**config.mk**
```make
export PLATFORM = sky130hd
export DESIGN_NAME = cosTop
export DESIGN_NICKNAME = d
export VERILOG_FILES = /design/src/cosPkg.sv /design/src/cosCommandParser.sv /design/src/cosCsrSplitter.sv /design/src/cosGpio.sv /design/src/cosLedCsr.sv /design/src/cosLedPwm.sv /design/src/cosResetGen.sv /design/src/cosTop.sv /design/src/cosUartRx.sv /design/src/cosUartTx.sv
export SDC_FILE = /design/constraint.sdc
export NUM_CORES = 1
export LEC_CHECK = 0
export BUFFER_PORTS_ARGS = -buffer_cell sky130_fd_sc_hd__buf_2
export CORE_UTILIZATION = 33
export CTS_CLUSTER_SIZE = 30
export DETAILED_ROUTE_END_ITERATION = 8
export GPL_TIMING_DRIVEN = 0
export PLACE_DENSITY_LB_ADDON = 0.08
export SLEW_MARGIN = 20
export SYNTH_ARGS = -nofsm -noshare
export SYNTH_HDL_FRONTEND = slang
export SYNTH_HIERARCHICAL = 1
export SYNTH_SLANG_ARGS = --single-unit
```
**constraint.sdc**
```tcl
create_clock -name clock -period 3.3 [get_ports clock]
set_input_delay 0.165 -clock clock [delete_from_list [all_inputs] [get_ports clock]]
set_output_delay 0.165 -clock clock [all_outputs]
set_load 0.02 [all_outputs]
```
**src/cosPkg.sv**
```systemverilog
// Register bus widths, block numbers, status codes, UART timing and command opcodes
`default_nettype none

package cosPkg;

  // ****************************************
  // Register bus
  // ****************************************
  localparam int DataWidth = 8;
  localparam int RegIndexWidth = 4;
  localparam int BlockIdWidth = 4;
  // Block number in the upper nibble, register index in the lower
  localparam int AddrWidth = BlockIdWidth + RegIndexWidth;

  localparam logic [BlockIdWidth-1:0] BlockLed = 4'd0;
  localparam logic [BlockIdWidth-1:0] BlockGpio = 4'd1;

  // One register word per block
  localparam int LedCount = 4;
  localparam int GpioCount = 8;

  // GPIO register map
  localparam logic [RegIndexWidth-1:0] GpioRegOut = 4'd0;
  localparam logic [RegIndexWidth-1:0] GpioRegEnable = 4'd1;
  localparam logic [RegIndexWidth-1:0] GpioRegIn = 4'd2;

  // ****************************************
  // UART timing and reset
  // ****************************************
  localparam int ClocksPerBit = 8;
  localparam int ClockCountWidth = $clog2(ClocksPerBit);
  // Ten bit times lets the line go idle
  localparam int ResetCycles = 10 * ClocksPerBit;
  localparam int ResetCountWidth = $clog2(ResetCycles + 1);

  // ****************************************
  // Command protocol
  // ****************************************
  localparam logic [DataWidth-1:0] StatusAck = 8'h06;
  localparam logic [DataWidth-1:0] StatusNak = 8'h15;

  typedef enum logic [DataWidth-1:0] {
    CmdWrite = 8'h57,
    CmdRead  = 8'h52,
    CmdReset = 8'h5A
  } cmdOpcode;

endpackage

`default_nettype wire

```
**src/cosCommandParser.sv**
```systemverilog
// Command parser FSM from UART bytes to register requests and response bytes
`timescale 1ns/1ns
`default_nettype none

module cosCommandParser (
  input  logic                          clock,
  input  logic                          rst,
  input  logic                          rxValid,
  input  logic [cosPkg::DataWidth-1:0]  rxByte,
  output logic                          txValid,
  output logic [cosPkg::DataWidth-1:0]  txByte,
  input  logic                          txReady,
  output logic                          reqValid,
  output logic                          reqWrite,
  output logic [cosPkg::AddrWidth-1:0]  reqAddr,
  output logic [cosPkg::DataWidth-1:0]  reqData,
  input  logic                          reqReady,
  input  logic                          respValid,
  input  logic [cosPkg::DataWidth-1:0]  respData,
  input  logic                          respError,
  output logic                          resetRequest
);

  typedef enum logic [2:0] {
    PsIdle,
    PsAddress,
    PsData,
    PsRequest,
    PsWaitResp,
    PsSendStatus,
    PsSendData
  } parserState;

  parserState                    state;
  logic                          isWrite;
  logic [cosPkg::DataWidth-1:0]  statusByte;
  logic [cosPkg::DataWidth-1:0]  readByte;

  assign reqValid = (state == PsRequest);
  assign reqWrite = isWrite;
  assign txValid = (state == PsSendStatus) || (state == PsSendData);
  assign txByte = (state == PsSendData) ? readByte : statusByte;

  always_ff @(posedge clock) begin
    if (rst) begin
      state <= PsIdle;
      resetRequest <= 1'b0;
    end else begin
      resetRequest <= 1'b0;
      case (state)
        PsIdle: begin
          // Anything that is not an opcode is dropped
          if (rxValid) begin
            case (cosPkg::cmdOpcode'(rxByte))
              cosPkg::CmdWrite: begin
                isWrite <= 1'b1;
                state <= PsAddress;
              end
              cosPkg::CmdRead: begin
                isWrite <= 1'b0;
                state <= PsAddress;
              end
              cosPkg::CmdReset: resetRequest <= 1'b1;
              default: state <= PsIdle;
            endcase
          end
        end
        PsAddress: begin
          if (rxValid) begin
            reqAddr <= rxByte;
            state <= isWrite ? PsData : PsRequest;
          end
        end
        PsData: begin
          if (rxValid) begin
            reqData <= rxByte;
            state <= PsRequest;
          end
        end
        PsRequest: begin
          if (reqReady) state <= PsWaitResp;
        end
        PsWaitResp: begin
          if (respValid) begin
            statusByte <= respError ? cosPkg::StatusNak : cosPkg::StatusAck;
            readByte <= respError ? '0 : respData;
            state <= PsSendStatus;
          end
        end
        // Held here while the transmitter is busy
        PsSendStatus: begin
          if (txReady) state <= isWrite ? PsIdle : PsSendData;
        end
        PsSendData: begin
          if (txReady) state <= PsIdle;
        end
        default: state <= PsIdle;
      endcase
    end
  end

endmodule

`default_nettype wire

```
**src/cosCsrSplitter.sv**
```systemverilog
// Register bus splitter that routes requests by block number
`timescale 1ns/1ns
`default_nettype none

module cosCsrSplitter (
  input  logic                              clock,
  input  logic                              rst,
  // Parser side
  input  logic                              reqValid,
  input  logic                              reqWrite,
  input  logic [cosPkg::AddrWidth-1:0]      reqAddr,
  input  logic [cosPkg::DataWidth-1:0]      reqData,
  output logic                              reqReady,
  output logic                              respValid,
  output logic [cosPkg::DataWidth-1:0]      respData,
  output logic                              respError,
  // LED block
  output logic                              ledSelect,
  output logic                              ledWrite,
  output logic [cosPkg::RegIndexWidth-1:0]  ledRegIndex,
  output logic [cosPkg::DataWidth-1:0]      ledWriteData,
  input  logic                              ledRespValid,
  input  logic [cosPkg::DataWidth-1:0]      ledReadData,
  input  logic                              ledError,
  // GPIO block
  output logic                              gpioSelect,
  output logic                              gpioWrite,
  output logic [cosPkg::RegIndexWidth-1:0]  gpioRegIndex,
  output logic [cosPkg::DataWidth-1:0]      gpioWriteData,
  input  logic                              gpioRespValid,
  input  logic [cosPkg::DataWidth-1:0]      gpioReadData,
  input  logic                              gpioError
);

  logic                              busy;
  logic                              unknownPulse;
  logic [cosPkg::BlockIdWidth-1:0]   blockId;
  logic [cosPkg::BlockIdWidth-1:0]   reqBlock;
  logic                              writeQ;
  logic [cosPkg::RegIndexWidth-1:0]  regIndexQ;
  logic [cosPkg::DataWidth-1:0]      writeDataQ;

  assign reqReady = !busy;
  assign reqBlock = reqAddr[cosPkg::AddrWidth-1 -: cosPkg::BlockIdWidth];

  // Both blocks see the same registered request, only the select differs
  assign ledWrite = writeQ;
  assign ledRegIndex = regIndexQ;
  assign ledWriteData = writeDataQ;
  assign gpioWrite = writeQ;
  assign gpioRegIndex = regIndexQ;
  assign gpioWriteData = writeDataQ;

  always_ff @(posedge clock) begin
    if (rst) begin
      busy <= 1'b0;
      blockId <= cosPkg::BlockLed;
      ledSelect <= 1'b0;
      gpioSelect <= 1'b0;
      unknownPulse <= 1'b0;
    end else begin
      ledSelect <= 1'b0;
      gpioSelect <= 1'b0;
      unknownPulse <= 1'b0;
      if (reqValid && reqReady) begin
        busy <= 1'b1;
        blockId <= reqBlock;
        ledSelect <= (reqBlock == cosPkg::BlockLed);
        gpioSelect <= (reqBlock == cosPkg::BlockGpio);
        unknownPulse <= (reqBlock != cosPkg::BlockLed) && (reqBlock != cosPkg::BlockGpio);
      end else if (respValid) begin
        busy <= 1'b0;
      end
    end
  end

  always_ff @(posedge clock) begin
    if (reqValid && reqReady) begin
      writeQ <= reqWrite;
      regIndexQ <= reqAddr[cosPkg::RegIndexWidth-1:0];
      writeDataQ <= reqData;
    end
  end

  // Response mux, unknown blocks answer one cycle early with an error
  always_comb begin
    case (blockId)
      cosPkg::BlockLed: begin
        respValid = ledRespValid;
        respData = ledReadData;
        respError = ledError;
      end
      cosPkg::BlockGpio: begin
        respValid = gpioRespValid;
        respData = gpioReadData;
        respError = gpioError;
      end
      default: begin
        respValid = unknownPulse;
        respData = '0;
        respError = 1'b1;
      end
    endcase
  end

endmodule

`default_nettype wire

```
**src/cosGpio.sv**
```systemverilog
// GPIO output, output enable and synchronized input registers
`timescale 1ns/1ns
`default_nettype none

module cosGpio (
  input  logic                              clock,
  input  logic                              rst,
  input  logic                              select,
  input  logic                              write,
  input  logic [cosPkg::RegIndexWidth-1:0]  regIndex,
  input  logic [cosPkg::DataWidth-1:0]      writeData,
  output logic                              respValid,
  output logic [cosPkg::DataWidth-1:0]      readData,
  output logic                              error,
  output logic [cosPkg::GpioCount-1:0]      gpioOut,
  output logic [cosPkg::GpioCount-1:0]      gpioTristate,
  input  logic [cosPkg::GpioCount-1:0]      gpioIn
);

  logic [cosPkg::GpioCount-1:0]  outValue;
  logic [cosPkg::GpioCount-1:0]  enable;
  logic [cosPkg::GpioCount-1:0]  inMeta;
  logic [cosPkg::GpioCount-1:0]  inSync;

  assign gpioOut = outValue;
  assign gpioTristate = ~enable;

  always_ff @(posedge clock) begin
    if (rst) begin
      outValue <= '0;
      enable <= '0;
      respValid <= 1'b0;
    end else begin
      respValid <= select;
      // Input register is read only, writes to it are dropped
      if (select && write) begin
        if (regIndex == cosPkg::GpioRegOut) outValue <= writeData;
        if (regIndex == cosPkg::GpioRegEnable) enable <= writeData;
      end
    end
  end

  always_ff @(posedge clock) begin
    inMeta <= gpioIn;
    inSync <= inMeta;
    if (select) begin
      error <= (regIndex > cosPkg::GpioRegIn);
      case (regIndex)
        cosPkg::GpioRegOut: readData <= outValue;
        cosPkg::GpioRegEnable: readData <= enable;
        cosPkg::GpioRegIn: readData <= inSync;
        default: readData <= '0;
      endcase
    end
  end

endmodule

`default_nettype wire

```
**src/cosLedCsr.sv**
```systemverilog
// LED brightness registers with read-back and index range check
`timescale 1ns/1ns
`default_nettype none

module cosLedCsr (
  input  logic                                                clock,
  input  logic                                                rst,
  input  logic                                                select,
  input  logic                                                write,
  input  logic [cosPkg::RegIndexWidth-1:0]                    regIndex,
  input  logic [cosPkg::DataWidth-1:0]                        writeData,
  output logic                                                respValid,
  output logic [cosPkg::DataWidth-1:0]                        readData,
  output logic                                                error,
  output logic [cosPkg::LedCount-1:0][cosPkg::DataWidth-1:0]  brightness
);

  logic  inRange;

  assign inRange = (regIndex < cosPkg::LedCount);

  always_ff @(posedge clock) begin
    if (rst) begin
      brightness <= '0;
      respValid <= 1'b0;
    end else begin
      respValid <= select;
      if (select && write && inRange) begin
        brightness[regIndex] <= writeData;
      end
    end
  end

  // Read data is the value before any write in the same cycle
  always_ff @(posedge clock) begin
    if (select) begin
      error <= !inRange;
      readData <= inRange ? brightness[regIndex] : '0;
    end
  end

endmodule

`default_nettype wire

```
**src/cosLedPwm.sv**
```systemverilog
// Free-running PWM counter with one comparator per LED
`timescale 1ns/1ns
`default_nettype none

module cosLedPwm (
  input  logic                                                clock,
  input  logic                                                rst,
  input  logic [cosPkg::LedCount-1:0][cosPkg::DataWidth-1:0]  brightness,
  output logic [cosPkg::LedCount-1:0]                         ledOut
);

  logic [cosPkg::DataWidth-1:0]  counter;

  // High for exactly brightness cycles out of every 256
  always_ff @(posedge clock) begin
    if (rst) begin
      counter <= '0;
      ledOut <= '0;
    end else begin
      counter <= counter + 1'b1;
      for (int i = 0; i < cosPkg::LedCount; i++) begin
        ledOut[i] <= (counter < brightness[i]);
      end
    end
  end

endmodule

`default_nettype wire

```
**src/cosResetGen.sv**
```systemverilog
// Reset stretcher for the external reset and the reset command
`timescale 1ns/1ns
`default_nettype none

module cosResetGen (
  input  logic  clock,
  input  logic  rst,
  input  logic  resetRequest,
  output logic  resetCore
);

  logic [cosPkg::ResetCountWidth-1:0]  count;

  // Reload while any source is active, then count down to release
  always_ff @(posedge clock) begin
    if (rst || resetRequest) begin
      count <= cosPkg::ResetCountWidth'(cosPkg::ResetCycles);
    end else if (count != '0) begin
      count <= count - 1'b1;
    end
  end

  assign resetCore = rst || resetRequest || (count != '0);

endmodule

`default_nettype wire

```
**src/cosTop.sv**
```systemverilog
// Chip control core top with UART, parser, splitter, LED, GPIO and reset generator
`timescale 1ns/1ns
`default_nettype none

module cosTop (
  input  logic                          clock,
  input  logic                          rst,
  input  logic                          uartRx,
  output logic                          uartTx,
  output logic [cosPkg::LedCount-1:0]   ledOut,
  output logic [cosPkg::GpioCount-1:0]  gpioOut,
  output logic [cosPkg::GpioCount-1:0]  gpioTristate,
  input  logic [cosPkg::GpioCount-1:0]  gpioIn
);

  logic                                                resetCore;
  logic                                                resetRequest;
  logic                                                rxValid;
  logic [cosPkg::DataWidth-1:0]                        rxByte;
  logic                                                txValid;
  logic                                                txReady;
  logic [cosPkg::DataWidth-1:0]                        txByte;
  logic                                                reqValid;
  logic                                                reqWrite;
  logic [cosPkg::AddrWidth-1:0]                        reqAddr;
  logic [cosPkg::DataWidth-1:0]                        reqData;
  logic                                                reqReady;
  logic                                                respValid;
  logic [cosPkg::DataWidth-1:0]                        respData;
  logic                                                respError;
  logic                                                ledSelect;
  logic                                                ledWrite;
  logic [cosPkg::RegIndexWidth-1:0]                    ledRegIndex;
  logic [cosPkg::DataWidth-1:0]                        ledWriteData;
  logic                                                ledRespValid;
  logic [cosPkg::DataWidth-1:0]                        ledReadData;
  logic                                                ledError;
  logic [cosPkg::LedCount-1:0][cosPkg::DataWidth-1:0]  brightness;
  logic                                                gpioSelect;
  logic                                                gpioWrite;
  logic [cosPkg::RegIndexWidth-1:0]                    gpioRegIndex;
  logic [cosPkg::DataWidth-1:0]                        gpioWriteData;
  logic                                                gpioRespValid;
  logic [cosPkg::DataWidth-1:0]                        gpioReadData;
  logic                                                gpioError;

  // ****************************************
  // Reset and UART control
  // ****************************************
  cosResetGen uResetGen (.clock(clock), .rst(rst), .resetRequest(resetRequest),
                         .resetCore(resetCore));

  cosUartRx uUartRx (.clock(clock), .rst(resetCore), .uartRx(uartRx),
                     .rxValid(rxValid), .rxByte(rxByte));

  cosUartTx uUartTx (.clock(clock), .rst(resetCore), .txValid(txValid), .txByte(txByte),
                     .txReady(txReady), .uartTx(uartTx));

  cosCommandParser uParser (.clock(clock), .rst(resetCore),
                            .rxValid(rxValid), .rxByte(rxByte),
                            .txValid(txValid), .txByte(txByte), .txReady(txReady),
                            .reqValid(reqValid), .reqWrite(reqWrite), .reqAddr(reqAddr),
                            .reqData(reqData), .reqReady(reqReady),
                            .respValid(respValid), .respData(respData),
                            .respError(respError), .resetRequest(resetRequest));

  // ****************************************
  // Register splitter and blocks
  // ****************************************
  cosCsrSplitter uSplitter (.clock(clock), .rst(resetCore),
                            .reqValid(reqValid), .reqWrite(reqWrite), .reqAddr(reqAddr),
                            .reqData(reqData), .reqReady(reqReady),
                            .respValid(respValid), .respData(respData), .respError(respError),
                            .ledSelect(ledSelect), .ledWrite(ledWrite),
                            .ledRegIndex(ledRegIndex), .ledWriteData(ledWriteData),
                            .ledRespValid(ledRespValid), .ledReadData(ledReadData),
                            .ledError(ledError),
                            .gpioSelect(gpioSelect), .gpioWrite(gpioWrite),
                            .gpioRegIndex(gpioRegIndex), .gpioWriteData(gpioWriteData),
                            .gpioRespValid(gpioRespValid), .gpioReadData(gpioReadData),
                            .gpioError(gpioError));

  cosLedCsr uLedCsr (.clock(clock), .rst(resetCore), .select(ledSelect), .write(ledWrite),
                     .regIndex(ledRegIndex), .writeData(ledWriteData),
                     .respValid(ledRespValid), .readData(ledReadData), .error(ledError),
                     .brightness(brightness));

  cosLedPwm uLedPwm (.clock(clock), .rst(resetCore), .brightness(brightness), .ledOut(ledOut));

  cosGpio uGpio (.clock(clock), .rst(resetCore), .select(gpioSelect), .write(gpioWrite),
                 .regIndex(gpioRegIndex), .writeData(gpioWriteData),
                 .respValid(gpioRespValid), .readData(gpioReadData), .error(gpioError),
                 .gpioOut(gpioOut), .gpioTristate(gpioTristate), .gpioIn(gpioIn));

endmodule

`default_nettype wire

```
**src/cosUartRx.sv**
```systemverilog
// UART receiver with line synchronizer and mid-bit sampling
`timescale 1ns/1ns
`default_nettype none

module cosUartRx (
  input  logic                          clock,
  input  logic                          rst,
  input  logic                          uartRx,
  output logic                          rxValid,
  output logic [cosPkg::DataWidth-1:0]  rxByte
);

  typedef enum logic {RxIdle, RxBusy} rxState;

  rxState                                state;
  logic                                  rxMeta;
  logic                                  rxLine;
  logic [cosPkg::ClockCountWidth-1:0]    clockCount;
  logic [3:0]                            bitCount;
  logic [cosPkg::DataWidth-1:0]          shiftReg;

  assign rxByte = shiftReg;

  always_ff @(posedge clock) begin
    if (rst) begin
      rxMeta <= 1'b1;
      rxLine <= 1'b1;
      state <= RxIdle;
      rxValid <= 1'b0;
      clockCount <= '0;
      bitCount <= '0;
    end else begin
      rxMeta <= uartRx;
      rxLine <= rxMeta;
      rxValid <= 1'b0;
      case (state)
        RxIdle: begin
          // Falling edge, wait half a bit to the start bit middle
          if (!rxLine) begin
            state <= RxBusy;
            clockCount <= cosPkg::ClockCountWidth'(cosPkg::ClocksPerBit / 2 - 1);
            bitCount <= '0;
          end
        end
        RxBusy: begin
          if (clockCount != '0) begin
            clockCount <= clockCount - 1'b1;
          end else begin
            clockCount <= cosPkg::ClockCountWidth'(cosPkg::ClocksPerBit - 1);
            bitCount <= bitCount + 1'b1;
            if (bitCount == 4'd0) begin
              // Glitch, not a real start bit
              if (rxLine) state <= RxIdle;
            end else if (bitCount == 4'd9) begin
              // Stop bit must be high or the frame is dropped
              state <= RxIdle;
              rxValid <= rxLine;
            end else begin
              shiftReg <= {rxLine, shiftReg[cosPkg::DataWidth-1:1]};
            end
          end
        end
        default: state <= RxIdle;
      endcase
    end
  end

endmodule

`default_nettype wire

```
**src/cosUartTx.sv**
```systemverilog
// UART transmitter with valid/ready byte input
`timescale 1ns/1ns
`default_nettype none

module cosUartTx (
  input  logic                          clock,
  input  logic                          rst,
  input  logic                          txValid,
  input  logic [cosPkg::DataWidth-1:0]  txByte,
  output logic                          txReady,
  output logic                          uartTx
);

  typedef enum logic {TxIdle, TxBusy} txState;

  txState                                state;
  logic [cosPkg::ClockCountWidth-1:0]    clockCount;
  logic [3:0]                            bitCount;
  logic [cosPkg::DataWidth-1:0]          shiftReg;

  assign txReady = (state == TxIdle);

  always_ff @(posedge clock) begin
    if (rst) begin
      state <= TxIdle;
      uartTx <= 1'b1;
      clockCount <= '0;
      bitCount <= '0;
    end else begin
      case (state)
        TxIdle: begin
          if (txValid) begin
            state <= TxBusy;
            uartTx <= 1'b0;
            shiftReg <= txByte;
            clockCount <= cosPkg::ClockCountWidth'(cosPkg::ClocksPerBit - 1);
            bitCount <= '0;
          end
        end
        TxBusy: begin
          if (clockCount != '0) begin
            clockCount <= clockCount - 1'b1;
          end else begin
            clockCount <= cosPkg::ClockCountWidth'(cosPkg::ClocksPerBit - 1);
            bitCount <= bitCount + 1'b1;
            if (bitCount == 4'd9) begin
              state <= TxIdle;
            end else if (bitCount == 4'd8) begin
              uartTx <= 1'b1;
            end else begin
              // Data goes out LSB first
              uartTx <= shiftReg[0];
              shiftReg <= shiftReg >> 1;
            end
          end
        end
        default: state <= TxIdle;
      endcase
    end
  end

endmodule

`default_nettype wire

```
==> reports/results.ini, run 1 <==
[critical_path]
path_class=flip-flop to flip-flop
critPathLaunchType=flip-flop
cpPeakStageDelay_ps=550
slowest_stage=or4_1
crit_arrival_ps=3110
endpoint_kind=flip-flop
reg2reg_from=uResetGen/count[2]
cp.required_ps=3350
r2r_cells=7
path_max_fanout=29
crit_start=uResetGen/count[2]
path_cells=or4_1 -> clkbuf_2 -> nor2_1 -> nand2_2 -> buf_12 -> or3_4 -> nor2_1
cp_common_cell=nor2_1

[grt]
gr-usage-all-layers_pct=14.58
antenna_found_initial=0
gr-total-overflow=0
grt_pass1_wl_mm=30.08
grt_pass1_vias=5567
grt_start_max_net_pins=30

[power_and_ir_drop]
ir_drop_uv=269.7
power.leakage_nw=3.578
power_switching_mw=1.010
p_sw_share_pct=22.43
power_frac_seq_pct=54.9
pwr-share-comb_pct=1.7
powerDensity_mw_per_mm2=448.1
pwr-share-clk_pct=43.4
internal-power_mw=3.492

[sta]
timing.final.crit_share_pct=92.67
tns_ps=0
finalCriticalPeriod_ps=3058
final-hold-violation-count=0
finalSetupViolations=0
drv_slew=0
fmax_mhz=327.0
worst_pin_slew_ps=985.6
rsz0062_at_grt=false
fin_hold_ws_ps=317.8
maxSlewHeadroom_pct=34.30
fin_worst_skew_ps=16.27

[floorplanning]
ios=32
coreArea_mm2=0.02606
initial_utilization_pct=33.69
rows=59
dieArea_mm2=0.02726
chipWidth_um=165.1
die_h_um=165.1

[layout]
diodes=0
top_register=uLedCsr/brightness
largest_reg_flops=32
final_core_utilization_pct=38.55
design_area_mm2=0.01005
nets=866
layout-drive-gt1-share_pct=17.29
syn2layout_area_growth_pct=14.42

[synthesis]
synthMuxAreaShare_pct=11.71
synth_top_family_by_area=simple AND/OR/NAND/NOR gates
ys_top_cells_by_count=dfxtp_1 (117), edfxtp_1 (74), mux2i_1 (72)
synthArstFlopShare_pct=0
netlist.area_leader.share_pct=26.68
synthDistinctLibCells=69
synthesis.area_mm2=0.008780
yosys-top-cells-area=dfxtp_1 (27%), edfxtp_1 (25%), mux2i_1 (8.2%)
synth-compound-area-share_pct=6.855
yosysWarnings=6
netlist.top_cell.by_area=dfxtp_1
seq_area_frac_synth_pct=51.99
synth.net_count=804
yosys_most_used_dff=dfxtp_1
yosys.area_share.xor_xnor_pct=0.8978
syn_inst=752
synth_enable_flop_cells=74
synth.most_common_cell=dfxtp_1
ys_ff_latch=191
yosys.area_share.simple_pct=17.19
synth.avg_cell_area_um2=11.68
synth_fa_ha_area_share_pct=5.843

[routing]
wl_mm=18.91
drt-vias-per-instance=4.797
drc=0
ant_nets=0
firstDrtPassIters=4
avgRoutedWirePerCell_um=16.28
vias=5574
drtIter0Drc=254

[hold_path]
holdCritStartpoint=uGpio/inMeta[4]
hold_depth=0
min_path_type=flip-flop to flip-flop

[place]
numPortBuffers=31
place_area_mm2=0.009394
dp_hpwl_mm=14.07
place_congestion=0.8247

[clock_network]
cts_resized=0
clockBufferDepth=2
insertion_delay_ps=430
cts_tree=built
numCtsBuffers=17
cts_root_buffer=clkbuf_16
clock_sinks=191
clk_pin_slew_ps=80
post_cts_buffers=0
cts.htree.levels=4

[status]
status=finished clean

[run]
drv_cap=0

repair_timing:
item                                   in CTS  in global routing
setup endpoints to repair                   0                  0
endpoints found under the hold margin      11                  0
hold buffers                               10                  0
power by group through the flow:
| stage | Clock (mW) | Combinational (mW) | Sequential [mW] |
|---|---|---|---|
| after floorplan | 0 | 0.0496 | 2.52 |
| after global placement | 0 | 0.0619 | 2.52 |
| after detailed placement | 0 | 0.0680 | 2.53 |
| after CTS | 2.02 | 0.0776 | 2.47 |
| after global routing | 2.12 | 0.0850 | 2.47 |
| final | 1.95 | 0.0769 | 2.47 |
final cells by class:
type                            count  area, µm²
Multi-Input combinational cell    464       3746
Clock buffer                       18      429.2
Inverter                           54      202.7
Timing Repair Buffer               43      280.3
Sequential cell                   191       4564
Fill cell                        2517      16010
Tap cell                          335      419.2
Buffer                             43      281.5
Clock inverter                     14      122.6
worst max-delay path, delay by kind of cell (launching register included):
kind / cells / cell delay [ps]
buffers and inverters: 2 / 390
flip-flops: 1 / 360
AND/OR/NAND/NOR: 5 / 1920
cells in the final DEF, fill, tap and decap left out, types with 8 or more instances in the layout:
master and instances:
inv_1 54, dfxtp_1 117, nand2_1 16, nor2_1 43, nor3b_1 9, buf_2 40
a21oi_1 14, mux2_2 10, o21ai_0 16, nor2b_1 29, clkbuf_1 12, mux4_2 8
mux2i_1 72, a2bb2oi_1 8, buf_4 15, nand2b_1 70, clkbuf_16 17, dlygate4sd3_1 10
ha_1 41, edfxtp_1 74
final timing paths:
path | endpoint | slack (ps)
min | uGpio/inSync[4] | 320
max reg2reg | uParser/reqData[6] | 240
min reg2reg | uGpio/inSync[4] | 320
max | uParser/reqData[6] | 240
kinds of logic after synthesis:
group | after synthesis
xor+xnor | 9
simple gates | 240
buf+inv | 97
flops | 191
mux | 91
fa+ha+maj | 41
compound gates | 83
routing by layer:
metal | part of all wire [%] | routed length [µm] | up-vias | global-route usage (%)
li1 | - | - | 2793 | -
met2 | 48 | 9153 | 67 | 23.70
met1 | 47 | 8804 | 2696 | 19.38
met3 | 3.5 | 657 | 18 | 2.722
met4 | 1.6 | 295 | 0 | 4.962
met5 | 0 | 0 | - | 0
metrics by stage:
| stage | setup WS, ps | power [mW] | instances |
|---|---|---|---|
| global route | 20.78 | 4.678 | 1162 |
| detailed placement | 226.6 | 2.594 | 1120 |
| finish | 241.7 | 4.502 | 1162 |
| global placement | -1410 | 2.585 | 1118 |
| floorplan | 53.92 | 2.570 | 752 |
| CTS | 174.2 | 4.567 | 1162 |
(Power assumes the default switching activity.)
==> run 2: changes to the inputs <==
==> constraint.sdc (replaced) <==
create_clock -name clock -period 3.3 [get_ports clock]
set_input_delay 0.66 -clock clock [delete_from_list [all_inputs] [get_ports clock]]
set_output_delay 0.66 -clock clock [all_outputs]
set_load 0.02 [all_outputs]
==> reports/results.ini, run 2 (synthesis gave the netlist of run 1 again) <==
[status]
status=finished clean

[routing]
vias=5537  ; -0.66%
ant_nets=0  ; unchanged
drc=0  ; unchanged
firstDrtPassIters=4  ; unchanged
avgRoutedWirePerCell_um=16.38  ; +0.67%
wl_mm=18.88  ; -0.20%
drt-vias-per-instance=4.806  ; +0.20%
drtIter0Drc=236  ; -7.1%

[clock_network]
numCtsBuffers=17  ; unchanged
post_cts_buffers=0  ; unchanged
cts_root_buffer=clkbuf_16
cts.htree.levels=4  ; unchanged
insertion_delay_ps=430  ; about the same
ctsHoldBuffers=0  ; -10
clock_sinks=191  ; unchanged
clockBufferDepth=2  ; unchanged
clk_pin_slew_ps=80  ; about the same
cts_resized=0  ; unchanged
cts_tree=built

[sta]
rsz0062_at_grt=false
finalCriticalPeriod_ps=3057  ; -1.169 ps
fin_hold_ws_ps=318.0  ; +0.1290 ps
finalSetupViolations=0  ; unchanged
fin_ws_ps=242.9  ; +1.169 ps
drv_slew=0  ; unchanged
fin_worst_skew_ps=16.44  ; +0.1672 ps
maxSlewHeadroom_pct=34.33  ; about the same
timing.final.crit_share_pct=92.64  ; about the same
fmax_mhz=327.1  ; about the same
final-hold-violation-count=0  ; unchanged
tns_ps=0  ; unchanged
worst_pin_slew_ps=985.1  ; -0.4565 ps

[layout]
top_register=uLedCsr/brightness
syn2layout_area_growth_pct=13.28
layout-drive-gt1-share_pct=17.50  ; +0.21 points
final_core_utilization_pct=38.17  ; -0.38 points
layout_commonest_cell=dfxtp_1
finalNonFillerCells=1152  ; -0.86%
largest_reg_flops=32  ; unchanged
final_cell_mix=dfxtp_1 (117), edfxtp_1 (74), mux2i_1 (72)
design_area_mm2=0.009946  ; -1.0%
nets=856  ; -1.2%
diodes=0  ; unchanged

[floorplanning]
coreArea_mm2=0.02606  ; unchanged
dieArea_mm2=0.02726  ; unchanged
die_h_um=165.1  ; unchanged
rows=59  ; unchanged
ios=32  ; unchanged
initial_utilization_pct=33.69  ; unchanged
chipWidth_um=165.1  ; unchanged

[power_and_ir_drop]
powerDensity_mw_per_mm2=452.1  ; +0.90%
ir_drop_uv=269.5  ; about the same
power_mw=4.497  ; -0.10%
power.leakage_nw=3.536  ; -1.2%

[critical_path]
critPathLaunchType=flip-flop
path_class=flip-flop to flip-flop
endpoint_kind=flip-flop
reg2reg_from=uResetGen/count[2]
path_max_fanout=29  ; unchanged
cp.required_ps=3350  ; about the same
crit_start=uResetGen/count[2]
crit_arrival_ps=3110  ; about the same

[place]
preCtsSetupSlack_ps=226.6  ; unchanged
numPortBuffers=31  ; unchanged
post-place-cells=1120  ; unchanged
place_area_mm2=0.009394  ; unchanged
place_congestion=0.8247  ; unchanged
dp_hpwl_mm=14.07  ; unchanged

[grt]
antenna_found_initial=0  ; unchanged
grt_pass1_wl_mm=29.97  ; -0.37%
gr-total-overflow=0  ; unchanged
gr-usage-all-layers_pct=14.54  ; -0.044 points
grt_pass1_vias=5536  ; -0.56%
grt_start_max_net_pins=30  ; unchanged

[run]
drv_cap=0  ; unchanged

[hold_path]
holdCritStartpoint=uGpio/inMeta[4]
min_path_type=flip-flop to flip-flop

run 2: final cells by class:
| cell class | count | area, µm² |
|---|---|---|
| buffer | 43 | 281.5 |
| clock buffer | 18 | 429.2 |
| clock inverter | 14 | 122.6 |
| fill | 2527 | 16110 |
| inverter | 54 | 202.7 |
| multi-input combinational | 464 | 3746 |
| sequential | 191 | 4564 |
| tap | 335 | 419.2 |
| timing repair buffer | 33 | 180.2 |
run 2: per-layer routing:
metal	share of wire, %	routed length [µm]	vias to the layer above	global-route usage (%)
met2	48	9136	72	23.66
met1	46	8745	2674	19.29
met3	3.7	697	18	2.722
li1	-	-	2773	-
met5	0	0	-	0
met4	1.6	295	0	4.962
run 2: final timing paths:
kind	slack [ps]	cells past startpoint	end
min	320	0	uGpio/inSync[4]
max	240	7	uParser/reqAddr[5]
max reg2reg	240	7	uParser/reqAddr[5]
min reg2reg	320	0	uGpio/inSync[4]
run 2: critical path: stages, from the launching register on:
cell and delay (ps):
dfxtp_1 360, or4_1 550, clkbuf_2 170, nor2_1 260
nand2_2 190, buf_12 220, or3_4 390, nor2_1 530
run 2: power by group:
| part | internal (mW) | switching [mW] |
|---|---|---|
| Combinational | 0.0343 | 0.0337 |
| Sequential | 2.45 | 0.0193 |
| Clock | 0.996 | 0.960 |
| Total | 3.48 | 1.01 |
